`src/include/fcpu_params.svh`:
```
`ifndef FCPU_PARAMS_SVH
`define FCPU_PARAMS_SVH

// clock cycles per serial bit
`define FCPU_UART_DIV 8

// code RAM words, one instruction each
`define FCPU_CRAM_DEPTH 256

// instruction fields, bits 11..8 are don't care
`define FCPU_OP_MSB 15
`define FCPU_OP_LSB 12
`define FCPU_IMM_MSB 7

`endif

```
`src/hw/fcpu_pkg.sv`:
```
`default_nettype none

package fcpu_pkg;

   typedef logic [7:0]  byte_t;
   typedef logic [15:0] instr_t;
   typedef logic [7:0]  pc_t;

   // codes not listed here execute as NOP
   typedef enum logic [3:0] {
      OP_NOP  = 4'h0,
      OP_LDI  = 4'h1,
      OP_ADDI = 4'h2,
      OP_SUBI = 4'h3,
      OP_JNZ  = 4'h4,
      OP_OUT  = 4'h5,
      OP_HALT = 4'hf
   } op_e;

   typedef enum logic [1:0] {
      EX_IDLE,
      EX_RUN,
      EX_OUT_WAIT,
      EX_HALTED
   } exec_state_e;

   typedef enum logic [1:0] {
      TX_IDLE,
      TX_START,
      TX_DATA,
      TX_STOP
   } tx_state_e;

endpackage

`default_nettype wire

```
`src/hw/cram.sv`:
```
`timescale 1ns/1ps
`default_nettype none
`include "fcpu_params.svh"

module cram (
   input  wire logic             ui_clk,
   input  wire logic             rst_i,
   input  wire fcpu_pkg::byte_t  rx_data_i,
   input  wire logic             rx_valid_i,
   input  wire logic             restart_i,
   input  wire logic             wb_cyc_i,
   input  wire logic             wb_stb_i,
   input  wire fcpu_pkg::pc_t    wb_adr_i,
   output fcpu_pkg::instr_t      wb_dat_o,
   output logic                  wb_ack_o
);

   import fcpu_pkg::*;

   instr_t mem_q [`FCPU_CRAM_DEPTH];
   byte_t  lo_q;
   logic   hi_phase_q;
   pc_t    wptr_q;
   logic   wr_en;

   // second byte of a pair completes the word
   assign wr_en = rx_valid_i && hi_phase_q && !rst_i && !restart_i;

   always_ff @(posedge ui_clk) begin
      if (rst_i || restart_i) begin
         hi_phase_q <= 1'b0;
         wptr_q     <= '0;
      end else if (rx_valid_i) begin
         hi_phase_q <= !hi_phase_q;
         if (!hi_phase_q)
            lo_q <= rx_data_i;
         else
            wptr_q <= wptr_q + 8'd1;
      end
   end

   always_ff @(posedge ui_clk) begin
      if (wr_en)
         mem_q[wptr_q] <= {rx_data_i, lo_q};
      wb_dat_o <= mem_q[wb_adr_i];
   end

   // single cycle ack even while the master still holds stb
   always_ff @(posedge ui_clk) begin
      if (rst_i)
         wb_ack_o <= 1'b0;
      else
         wb_ack_o <= wb_cyc_i && wb_stb_i && !wb_ack_o;
   end

endmodule

`default_nettype wire

```
`src/hw/fcpu_exec.sv`:
```
`timescale 1ns/1ps
`default_nettype none
`include "fcpu_params.svh"

module fcpu_exec (
   input  wire logic             ui_clk,
   input  wire logic             rst_i,
   input  wire logic             start_i,
   input  wire fcpu_pkg::instr_t instr_i,
   input  wire logic             instr_valid_i,
   output logic                  instr_ready_o,
   output logic                  redirect_o,
   output fcpu_pkg::pc_t         redirect_pc_o,
   output logic                  io_cyc_o,
   output logic                  io_stb_o,
   output fcpu_pkg::byte_t       io_dat_o,
   input  wire logic             io_ack_i,
   output logic                  running_o,
   output logic                  halted_o
);

   import fcpu_pkg::*;

   exec_state_e state_q;
   instr_t      ir_q;
   logic        ir_valid_q;
   byte_t       acc_q;
   byte_t       imm;
   byte_t       io_dat_q;
   logic        io_stb_q;
   op_e         op;
   logic        fire;
   logic        taken;
   logic        stall;
   logic        accept;

   assign op    = op_e'(ir_q[`FCPU_OP_MSB:`FCPU_OP_LSB]);
   assign imm   = ir_q[`FCPU_IMM_MSB:0];
   assign fire  = (state_q == EX_RUN) && ir_valid_q;
   assign taken = fire && (op == OP_JNZ) && (acc_q != '0);

   // no new instruction behind an OUT, a HALT or a taken jump
   assign stall         = fire && ((op == OP_OUT) || (op == OP_HALT) || taken);
   assign instr_ready_o = (state_q == EX_RUN) && !stall;
   assign accept        = instr_valid_i && instr_ready_o;

   assign redirect_o    = taken;
   assign redirect_pc_o = imm;

   always_ff @(posedge ui_clk) begin
      if (rst_i) begin
         state_q    <= EX_IDLE;
         ir_valid_q <= 1'b0;
         io_stb_q   <= 1'b0;
      end else if (start_i) begin
         state_q    <= EX_RUN;
         ir_valid_q <= 1'b0;
         io_stb_q   <= 1'b0;
      end else begin
         if (accept)
            ir_valid_q <= 1'b1;
         else if (fire)
            ir_valid_q <= 1'b0;
         case (state_q)
            EX_RUN: begin
               if (fire && op == OP_OUT) begin
                  io_stb_q <= 1'b1;
                  state_q  <= EX_OUT_WAIT;
               end else if (fire && op == OP_HALT) begin
                  state_q <= EX_HALTED;
               end
            end
            EX_OUT_WAIT: begin
               if (io_ack_i) begin
                  io_stb_q <= 1'b0;
                  state_q  <= EX_RUN;
               end
            end
            default: ;
         endcase
      end
   end

   // accumulator wraps modulo 256
   always_ff @(posedge ui_clk) begin
      if (accept)
         ir_q <= instr_i;
      if (start_i) begin
         acc_q <= '0;
      end else if (fire) begin
         case (op)
            OP_LDI:  acc_q <= imm;
            OP_ADDI: acc_q <= acc_q + imm;
            OP_SUBI: acc_q <= acc_q - imm;
            OP_OUT:  io_dat_q <= acc_q;
            default: ;
         endcase
      end
   end

   assign io_cyc_o  = io_stb_q;
   assign io_stb_o  = io_stb_q;
   assign io_dat_o  = io_dat_q;
   assign running_o = (state_q == EX_RUN) || (state_q == EX_OUT_WAIT);
   assign halted_o  = (state_q == EX_HALTED);

endmodule

`default_nettype wire

```
`src/hw/fcpu_fetch.sv`:
```
`timescale 1ns/1ps
`default_nettype none

module fcpu_fetch (
   input  wire logic             ui_clk,
   input  wire logic             rst_i,
   input  wire logic             start_i,
   input  wire logic             redirect_i,
   input  wire fcpu_pkg::pc_t    redirect_pc_i,
   output logic                  wb_cyc_o,
   output logic                  wb_stb_o,
   output fcpu_pkg::pc_t         wb_adr_o,
   input  wire fcpu_pkg::instr_t wb_dat_i,
   input  wire logic             wb_ack_i,
   output fcpu_pkg::instr_t      instr_o,
   output fcpu_pkg::pc_t         pc_o,
   output logic                  instr_valid_o,
   input  wire logic             instr_ready_i
);

   import fcpu_pkg::*;

   pc_t  pc_q;
   logic active_q;
   logic busy_q;
   logic discard_q;
   logic valid_q;
   logic flush;
   logic take;
   logic issue;
   logic land;

   assign flush = start_i || redirect_i;
   assign take  = valid_q && instr_ready_i;
   // holding register must be empty, or emptied this cycle
   assign issue = active_q && !busy_q && (!valid_q || take) && !flush;
   assign land  = busy_q && wb_ack_i && !discard_q;

   always_ff @(posedge ui_clk) begin
      if (rst_i) begin
         active_q  <= 1'b0;
         busy_q    <= 1'b0;
         discard_q <= 1'b0;
         valid_q   <= 1'b0;
         pc_q      <= '0;
      end else begin
         if (start_i)
            active_q <= 1'b1;
         if (busy_q && wb_ack_i) begin
            busy_q    <= 1'b0;
            discard_q <= 1'b0;
         end else if (issue) begin
            busy_q <= 1'b1;
         end
         if (flush) begin
            valid_q <= 1'b0;
            pc_q    <= start_i ? '0 : redirect_pc_i;
            // read still outstanding, drop its data when it lands
            if (busy_q && !wb_ack_i)
               discard_q <= 1'b1;
         end else if (land) begin
            valid_q <= 1'b1;
         end else if (take) begin
            valid_q <= 1'b0;
         end
         if (issue)
            pc_q <= pc_q + 8'd1;
      end
   end

   always_ff @(posedge ui_clk) begin
      if (issue)
         wb_adr_o <= pc_q;
      if (land && !flush) begin
         instr_o <= wb_dat_i;
         pc_o    <= wb_adr_o;
      end
   end

   assign wb_cyc_o      = busy_q;
   assign wb_stb_o      = busy_q;
   assign instr_valid_o = valid_q;

endmodule

`default_nettype wire

```
`src/hw/fcpu_top.sv`:
```
`timescale 1ns/1ps
`default_nettype none

module fcpu_top (
   input  wire logic       ui_clk,
   input  wire logic       rst_i,
   input  wire logic       uart_txd_in_i,
   output logic            uart_rxd_out_o,
   input  wire logic [3:0] btn_i,
   output logic [3:0]      led_o
);

   import fcpu_pkg::*;

   byte_t  rx_data;
   logic   rx_valid;
   logic   cram_cyc;
   logic   cram_stb;
   pc_t    cram_adr;
   instr_t cram_dat;
   logic   cram_ack;
   instr_t instr;
   logic   instr_valid;
   logic   instr_ready;
   logic   redirect;
   pc_t    redirect_pc;
   logic   io_cyc;
   logic   io_stb;
   byte_t  io_dat;
   logic   io_ack;
   logic   running;
   logic   halted;

   uart_rx uart_rx_inst (
      .ui_clk  (ui_clk),
      .rst_i   (rst_i),
      .rxd_i   (uart_txd_in_i),
      .data_o  (rx_data),
      .valid_o (rx_valid)
   );

   // btn 0 restarts both the loader and the core
   cram cram_inst (
      .ui_clk     (ui_clk),
      .rst_i      (rst_i),
      .rx_data_i  (rx_data),
      .rx_valid_i (rx_valid),
      .restart_i  (btn_i[0]),
      .wb_cyc_i   (cram_cyc),
      .wb_stb_i   (cram_stb),
      .wb_adr_i   (cram_adr),
      .wb_dat_o   (cram_dat),
      .wb_ack_o   (cram_ack)
   );

   fcpu_fetch fetch_inst (
      .ui_clk        (ui_clk),
      .rst_i         (rst_i),
      .start_i       (btn_i[0]),
      .redirect_i    (redirect),
      .redirect_pc_i (redirect_pc),
      .wb_cyc_o      (cram_cyc),
      .wb_stb_o      (cram_stb),
      .wb_adr_o      (cram_adr),
      .wb_dat_i      (cram_dat),
      .wb_ack_i      (cram_ack),
      .instr_o       (instr),
      .pc_o          (),
      .instr_valid_o (instr_valid),
      .instr_ready_i (instr_ready)
   );

   fcpu_exec exec_inst (
      .ui_clk        (ui_clk),
      .rst_i         (rst_i),
      .start_i       (btn_i[0]),
      .instr_i       (instr),
      .instr_valid_i (instr_valid),
      .instr_ready_o (instr_ready),
      .redirect_o    (redirect),
      .redirect_pc_o (redirect_pc),
      .io_cyc_o      (io_cyc),
      .io_stb_o      (io_stb),
      .io_dat_o      (io_dat),
      .io_ack_i      (io_ack),
      .running_o     (running),
      .halted_o      (halted)
   );

   uart_tx uart_tx_inst (
      .ui_clk   (ui_clk),
      .rst_i    (rst_i),
      .wb_cyc_i (io_cyc),
      .wb_stb_i (io_stb),
      .wb_dat_i (io_dat),
      .wb_ack_o (io_ack),
      .txd_o    (uart_rxd_out_o)
   );

   assign led_o = {2'b00, halted, running};

endmodule

`default_nettype wire

```
`src/hw/uart_rx.sv`:
```
`timescale 1ns/1ps
`default_nettype none
`include "fcpu_params.svh"

module uart_rx (
   input  wire logic      ui_clk,
   input  wire logic      rst_i,
   input  wire logic      rxd_i,
   output fcpu_pkg::byte_t data_o,
   output logic           valid_o
);

   import fcpu_pkg::*;

   localparam logic [15:0] BIT_TICKS  = 16'(`FCPU_UART_DIV - 1);
   localparam logic [15:0] HALF_TICKS = 16'(`FCPU_UART_DIV / 2 - 1);

   logic        rxd_meta;
   logic        rxd_sync;
   logic        busy_q;
   logic [15:0] cnt_q;
   logic [3:0]  bit_q;
   byte_t       shift_q;

   // line idles high
   always_ff @(posedge ui_clk) begin
      if (rst_i) begin
         rxd_meta <= 1'b1;
         rxd_sync <= 1'b1;
      end else begin
         rxd_meta <= rxd_i;
         rxd_sync <= rxd_meta;
      end
   end

   // bit 0 is the start bit, 1..8 data, 9 stop
   always_ff @(posedge ui_clk) begin
      valid_o <= 1'b0;
      if (rst_i) begin
         busy_q <= 1'b0;
         cnt_q  <= '0;
         bit_q  <= '0;
      end else if (!busy_q) begin
         if (!rxd_sync) begin
            busy_q <= 1'b1;
            cnt_q  <= HALF_TICKS;
            bit_q  <= '0;
         end
      end else if (cnt_q != '0) begin
         cnt_q <= cnt_q - 16'd1;
      end else begin
         cnt_q <= BIT_TICKS;
         bit_q <= bit_q + 4'd1;
         if (bit_q == 4'd0) begin
            // start bit gone high again at its middle
            if (rxd_sync)
               busy_q <= 1'b0;
         end else if (bit_q == 4'd9) begin
            busy_q  <= 1'b0;
            valid_o <= rxd_sync;
         end else begin
            shift_q <= {rxd_sync, shift_q[7:1]};
         end
      end
   end

   assign data_o = shift_q;

endmodule

`default_nettype wire

```
`src/hw/uart_tx.sv`:
```
`timescale 1ns/1ps
`default_nettype none
`include "fcpu_params.svh"

module uart_tx (
   input  wire logic            ui_clk,
   input  wire logic            rst_i,
   input  wire logic            wb_cyc_i,
   input  wire logic            wb_stb_i,
   input  wire fcpu_pkg::byte_t wb_dat_i,
   output logic                 wb_ack_o,
   output logic                 txd_o
);

   import fcpu_pkg::*;

   localparam logic [15:0] BIT_TICKS = 16'(`FCPU_UART_DIV - 1);

   tx_state_e   state_q;
   logic [15:0] cnt_q;
   logic [2:0]  bit_q;
   byte_t       shift_q;

   // byte is taken on the same edge that closes the bus cycle
   assign wb_ack_o = wb_cyc_i && wb_stb_i && (state_q == TX_IDLE);

   always_ff @(posedge ui_clk) begin
      if (rst_i) begin
         state_q <= TX_IDLE;
         txd_o   <= 1'b1;
         cnt_q   <= '0;
         bit_q   <= '0;
      end else if (cnt_q != '0) begin
         cnt_q <= cnt_q - 16'd1;
      end else begin
         case (state_q)
            TX_IDLE: begin
               if (wb_ack_o) begin
                  shift_q <= wb_dat_i;
                  txd_o   <= 1'b0;
                  cnt_q   <= BIT_TICKS;
                  state_q <= TX_START;
               end
            end
            TX_START: begin
               txd_o   <= shift_q[0];
               shift_q <= shift_q >> 1;
               bit_q   <= '0;
               cnt_q   <= BIT_TICKS;
               state_q <= TX_DATA;
            end
            TX_DATA: begin
               cnt_q <= BIT_TICKS;
               if (bit_q == 3'd7) begin
                  txd_o   <= 1'b1;
                  state_q <= TX_STOP;
               end else begin
                  txd_o   <= shift_q[0];
                  shift_q <= shift_q >> 1;
                  bit_q   <= bit_q + 3'd1;
               end
            end
            default: state_q <= TX_IDLE;
         endcase
      end
   end

endmodule

`default_nettype wire

```
`config.mk`:
```
export PLATFORM = sky130hd
export DESIGN_NAME = fcpu_top
export DESIGN_NICKNAME = d
export VERILOG_FILES = /design/src/hw/fcpu_pkg.sv /design/src/hw/cram.sv /design/src/hw/fcpu_exec.sv /design/src/hw/fcpu_fetch.sv /design/src/hw/fcpu_top.sv /design/src/hw/uart_rx.sv /design/src/hw/uart_tx.sv
export VERILOG_INCLUDE_DIRS = /design/src /design/src/include
export SDC_FILE = /design/constraint.sdc
export NUM_CORES = 2
export LEC_CHECK = 0
export BUFFER_PORTS_ARGS = -buffer_cell sky130_fd_sc_hd__clkbuf_2
export CORE_MARGIN = 10
export CORE_UTILIZATION = 35
export CTS_BUF_LIST = sky130_fd_sc_hd__clkbuf_8 sky130_fd_sc_hd__clkbuf_16
export CTS_CLUSTER_DIAMETER = 150
export DETAILED_ROUTE_END_ITERATION = 8
export HOLD_SLACK_MARGIN = 0.12
export MAX_ROUTING_LAYER = met4
export SLEW_MARGIN = 30
export SYNTH_ARGS = -nofsm -noshare
export SYNTH_HDL_FRONTEND = slang
export SYNTH_SLANG_ARGS = --single-unit
```
`constraint.sdc`:
```
create_clock -name ui_clk -period 6.4 [get_ports ui_clk]
set_input_delay 1.28 -clock ui_clk [delete_from_list [all_inputs] [get_ports ui_clk]]
set_output_delay 1.28 -clock ui_clk [all_outputs]
set_load 0.005 [all_outputs]
```
* Word-level counts from Yosys, hierarchy flattened *
Memory sizes are Yosys's and may differ from the RTL's. A register that Yosys moved wholly into a read port is not among the register bits.
Cells that the tools add are included.

storage, ports and cells
  bits in writable memories = 4,096
  ROM bits = 0
  output and inout bits = 5
  bits in latches = 0
  logic and storage cells = 183
  register bits = 152
  bits of input ports = 7
  memories kept = 1

operators by class
  shift operators = 0
  order comparisons = 0
  div/mod/pow operators = 0
  bitwise gates (word level) = 9
  muxes and demuxes = 44
  add/sub/neg operators = 8
  equality and inequality tests = 24
  multipliers = 0
  reduce and logical (&&, ||, !) cells = 67

memories
  name             depth  width  read ports  clocked after memory_dff  write ports  RTL line    text
  cram_inst.mem_q  256    16     1           1                         1            cram.sv:20  instr_t mem_q [`FCPU_CRAM_DEPTH];

operators with widths
  kind                     count
  $mux W16                 5
  $pmux W8 S3              2
  $mux W8                  5
  $pmux W16 S2             1
  $reduce_bool A16 Y1      2
  $sub A16 B1 Y16 const B  2
  $reduce_and A3 Y1        8
  $logic_and A1 B1 Y1      19
  $mux W1                  18
  $add A8 B1 Y8 const B    2
  $mux W4                  3
  $reduce_bool A3 Y1       4
  $ne A2 B2 Y1 const B     5
  $reduce_and A5 Y1        2
  $reduce_bool A2 Y1       5
  $logic_not A1 Y1         9
  $not A1 Y1               9
  $add A8 B8 Y8            1
  $eq A4 B2 Y1 const B     2
  $eq A4 B3 Y1 const B     2
  $eq A4 B4 Y1 const B     2
  $mux W2                  4
  $reduce_and A2 Y1        4
  $reduce_bool A8 Y1       1
  22 further kinds         35

* Longest topological paths before layout *
  depth after elaboration = 13
  mapped depth = 12

* Cells and area by module *
Synthesis repeated with hierarchy kept, for this count alone.

second synthesis, totals
  cells, all modules = 7,972
  area, all modules = 167,081.5 sq um

modules (own cells, without submodules)
  module      times used  area each (sq um)  sequential area each (sq um)  cells an instance
  cram        1           160,486.4          123,758.7                     7,354
  fcpu_exec   1           1,919.3            840.8                         185
  fcpu_fetch  1           1,605.3            1,201.2                       111
  uart_tx     1           1,567.8            680.7                         162
  uart_rx     1           1,468.9            720.7                         155
  fcpu_top    1           33.8               0.0                           5

* Worst setup path after synthesis *
No wires, ideal clock.

  path kind = flip-flop to flip-flop
  from = register uart_rx_inst.shift_q[4], in the netlist uart_rx_inst.data_o[4]
  to = register cram_inst.lo_q[4] (data pin)
  stages on the path, launching flop included = 1
  required time = 5.578 ns
  data arrival time = 3.251 ns
  path slack = 2.327 ns
  path buffers = 0
  cells stage by stage = edfxtp_1

RTL lines
  what                    RTL line       text
  from (decl)             uart_rx.sv:23  byte_t shift_q;
  from (signal assigned)  uart_rx.sv:62  shift_q <= {rxd_sync, shift_q[7:1]};
  to (signal assigned)    cram.sv:36     lo_q <= rx_data_i;
  to (decl)               cram.sv:21     byte_t lo_q;

No word-level cell between the ends.

==> flow_metrics.py <==
metrics = {
    "clock_network": {
        "clk_pin_slew_worst_paths_ns": 0.06,
        "cts_buffers": 333,
        "clk-insertion-delay-late_ns": 0.88,
        "ctsLongestPathBuffers": 4,
        "clk_root_buffer_cell": "sky130_fd_sc_hd__clkbuf_16",
        "tritoncts_num_sinks": 3228,
        "cts_tree": "built",
        "cts-htree-levels": 5,
        "holdBufCountCts": 0,
        "cts_setup_buffers": 0,
        "cts-resized-gates": 0,
    },
    "power_and_ir_drop": {
        "intPower_mw": 34.3,
        "clock_power_share_pct": 43.6,
        "peakVddDrop_mv": 0.215,
        "power.share.sequential_pct": 53.2,
        "leakagePower_nw": 44.5,
        "p_switching_mw": 8.82,
        "netSwitchingFraction_pct": 20.5,
        "power_density_nw_per_um2": 302,
        "combPwrFrac_pct": 3.2,
        "power.total_mw": 43.1,
    },
    "setup_path": {
        "worst_path_fanout_max": 81,
        "cp_slowest_cell": "sky130_fd_sc_hd__nor4_1",
        "worstPathRequired_ns": 7.10,
        "crit_arrival_ns": 4.98,
        "critical_path.endpoint_type": "flop",
        "criticalPathCategory": "reg -> reg",
        "critical-path-top-delay-family": "simple AND/OR/NAND/NOR gates",
        "cp_num_buf_inv": 3,
        "series_of_cell_instances_along_the_critical_path": "buf_12 > buf_4 > buf_12 > mux4_2 > o22ai_1 > nor4_1 > nand3_1 > a2111oi_0",
        "critical_path.max_stage_delay_ns": 0.74,
        "timing.critical_path.from_type": "flop",
        "critical-path-top-cell-by-count": "sky130_fd_sc_hd__buf_12",
    },
    "grt": {
        "grt_pass1_wl_um": 439000,
        "grt_pass1_vias": 61500,
        "track_usage_pct": 16.0,
        "grt_antenna_before_repair": 8,
        "largest_net_degree_at_the_start_of_global_routing": 194,
        "grt_overflow_total": 0,
    },
    "sta": {
        "min_period_ns": 4.28,
        "unrepaired_setup_endpoints_after_global_routing": "false",
        "final_min_period_over_clock_period_pct": 66.9,
        "max_freq_mhz": 234,
        "tightest_slew_ns": 1.07,
        "report.final.hold_viol_count": 0,
        "clock_skew_ns": 0.0631,
        "setup_tns_ns": 0,
        "timing.max_slew.rel_slack_pct": 27.8,
        "setup_violations": 0,
        "maxSlewViolCount": 0,
    },
    "logic_synthesis": {
        "cell_count_after_synthesis": 5847,
        "synth_seq_cells": 3228,
        "synth_top_cell_area_share_pct": 76.2,
        "synth_seq_area_share_pct": 77.7,
        "synth_top_cells_by_count": "sky130_fd_sc_hd__edfxtp_1, sky130_fd_sc_hd__mux4_2, sky130_fd_sc_hd__nor2_1",
        "yosysUniqueCellTypes": 72,
        "synth_most_common_cell": "sky130_fd_sc_hd__edfxtp_1",
        "share_of_flip_flops_with_an_asynchronous_set_or_reset_pct": 0,
        "synth.yosys.warnings": 0,
        "netlist.top_cell.by_area": "sky130_fd_sc_hd__edfxtp_1",
        "synth_area_per_cell_um2": 21.1,
        "yosys_most_used_dff": "sky130_fd_sc_hd__edfxtp_1",
        "mappedNetlistArea_um2": 124000,
        "ys_top_cells_by_area": "sky130_fd_sc_hd__edfxtp_1, sky130_fd_sc_hd__mux4_2, sky130_fd_sc_hd__dfxtp_1, sky130_fd_sc_hd__mux2i_1, sky130_fd_sc_hd__nor2_1",
        "synth-edff-count": 3136,
    },
    "floorplanning": {
        "io-pin-count": 12,
        "placementRows": 218,
        "placeable_core_region_um2": 352000,
        "floorplan.die_area_um2": 377000,
        "effective_utilization_at_floorplan_pct": 35.1,
        "die_h_um": 614,
        "dieWidth_um": 614,
    },
    "placed_design": {
        "post_dp_cell_area_um2": 132000,
        "dp_hpwl_um": 180000,
        "placement.io_buffers": 6,
        "place.gp.congestion": 0.808,
    },
    "routing": {
        "route.detailed.vias_per_inst": 5.38,
        "drtPass1Iterations": 7,
        "post-route-drc-count": 0,
        "routed-via-count": 60500,
        "drt-initial-drc-count": 6684,
        "detail_route.wirelength_um": 304000,
        "post_drt_wl_per_cell_um": 27.0,
        "detail-route-antenna-nets": 0,
    },
    "final_layout": {
        "final_core_density_pct": 40.5,
        "design.final.nets": 6296,
        "area_delta_synth_final_pct": 15.5,
        "drive_above_1_share_pct": 26.1,
        "final_cell_area_um2": 143000,
    },
    "job": {
        "cap_viol_max_count": 0,
    },
    "min_path": {
        "hold_class": "reg -> reg",
    },
    "outcome": {
        "status": "complete, no violations",
    },
}
state kept, by name (all words and copies together), names as in the netlist, 12 cells and up:
name                flops
cram_inst.wb_dat_o     12
fetch_inst.instr_o     12
exec_inst.ir_q         12
uart_tx_inst.cnt_q     16
cram_inst.mem_q      3072
uart_rx_inst.cnt_q     16
final timing paths:
path	end	cells after the start	startpoint	slack (ns)
worst min register to register	fetch_inst.instr_o[1]	0	cram_inst.wb_dat_o[1]	0.40
worst min-delay path	fetch_inst.instr_o[1]	0	cram_inst.wb_dat_o[1]	0.40
worst max-delay path	cram_inst.wb_dat_o[1]	8	fetch_inst.wb_adr_o[0]	2.12
worst max register to register	cram_inst.wb_dat_o[1]	8	fetch_inst.wb_adr_o[0]	2.12
kinds of logic after synthesis:
kind of cell / Yosys count / synth area share [%]
flops: 3228 / 77.7
buf+inv: 371 / 1.25
fa+ha+maj: 30 / 0.310
simple gates: 709 / 2.71
mux: 866 / 14.4
compound gates: 610 / 3.40
xor+xnor: 32 / 0.227
other cells: 1 / 0.00303
cell type report:
| type | count | area (um^2) |
|---|---|---|
| fill | 30600 | 209000 |
| sequential | 3228 | 96000 |
| multi-input combinational | 2249 | 26300 |
| clock buffer | 348 | 8660 |
| tap | 4730 | 5920 |
| timing repair buffer | 419 | 3770 |
| clock inverter | 250 | 1930 |
| inverter | 28 | 105 |
| antenna | 7 | 17.5 |
placed cells by master (no fill, tap or decap), types with 35 or more instances in the layout:
cell	n
sky130_fd_sc_hd__clkbuf_16	344
sky130_fd_sc_hd__nand2_1	88
sky130_fd_sc_hd__clkinv_2	70
sky130_fd_sc_hd__edfxtp_1	3136
sky130_fd_sc_hd__nor4_1	38
sky130_fd_sc_hd__mux4_2	730
sky130_fd_sc_hd__o221ai_1	50
sky130_fd_sc_hd__buf_12	35
sky130_fd_sc_hd__nor2_1	323
sky130_fd_sc_hd__inv_1	82
sky130_fd_sc_hd__mux2i_1	128
sky130_fd_sc_hd__a22oi_1	137
sky130_fd_sc_hd__o22ai_1	126
sky130_fd_sc_hd__a21oi_1	118
sky130_fd_sc_hd__dfxtp_1	92
sky130_fd_sc_hd__nand3_1	45
sky130_fd_sc_hd__clkinv_1	70
sky130_fd_sc_hd__buf_4	360
sky130_fd_sc_hd__nor3_1	39
metal layers:
metal | vias up | global-route usage, % | part of all wire (%)
met4 | 0 | 3.96 | 2.5
met1 | 32300 | 21.7 | 42
met5 | - | - | 0
met2 | 2320 | 25.3 | 49
met3 | 462 | 2.75 | 7.4
li1 | 25400 | - | -
power by group through the flow:
stage	Sequential [mW]	Combinational [mW]	Clock [mW]
2_1_floorplan	23.4	0.980	0
3_3_place_gp	23.4	1.34	0
3_5_place_dp	23.4	1.38	0
4_1_cts	22.9	1.38	19.1
5_1_grt	22.9	1.47	20.0
6_report	23.0	1.37	18.8
through the flow:
stage	hold WS, ns	setup WS, ns	std cells
2_1_floorplan	0.386	2.33	5848
3_3_place_gp	0.388	1.96	10600
3_5_place_dp	0.389	1.85	10600
4_1_cts	0.386	2.01	11200
5_1_grt	0.410	1.98	11300
6_report	0.403	2.12	11300
Note: power is estimated with default switching activity, not from simulation.
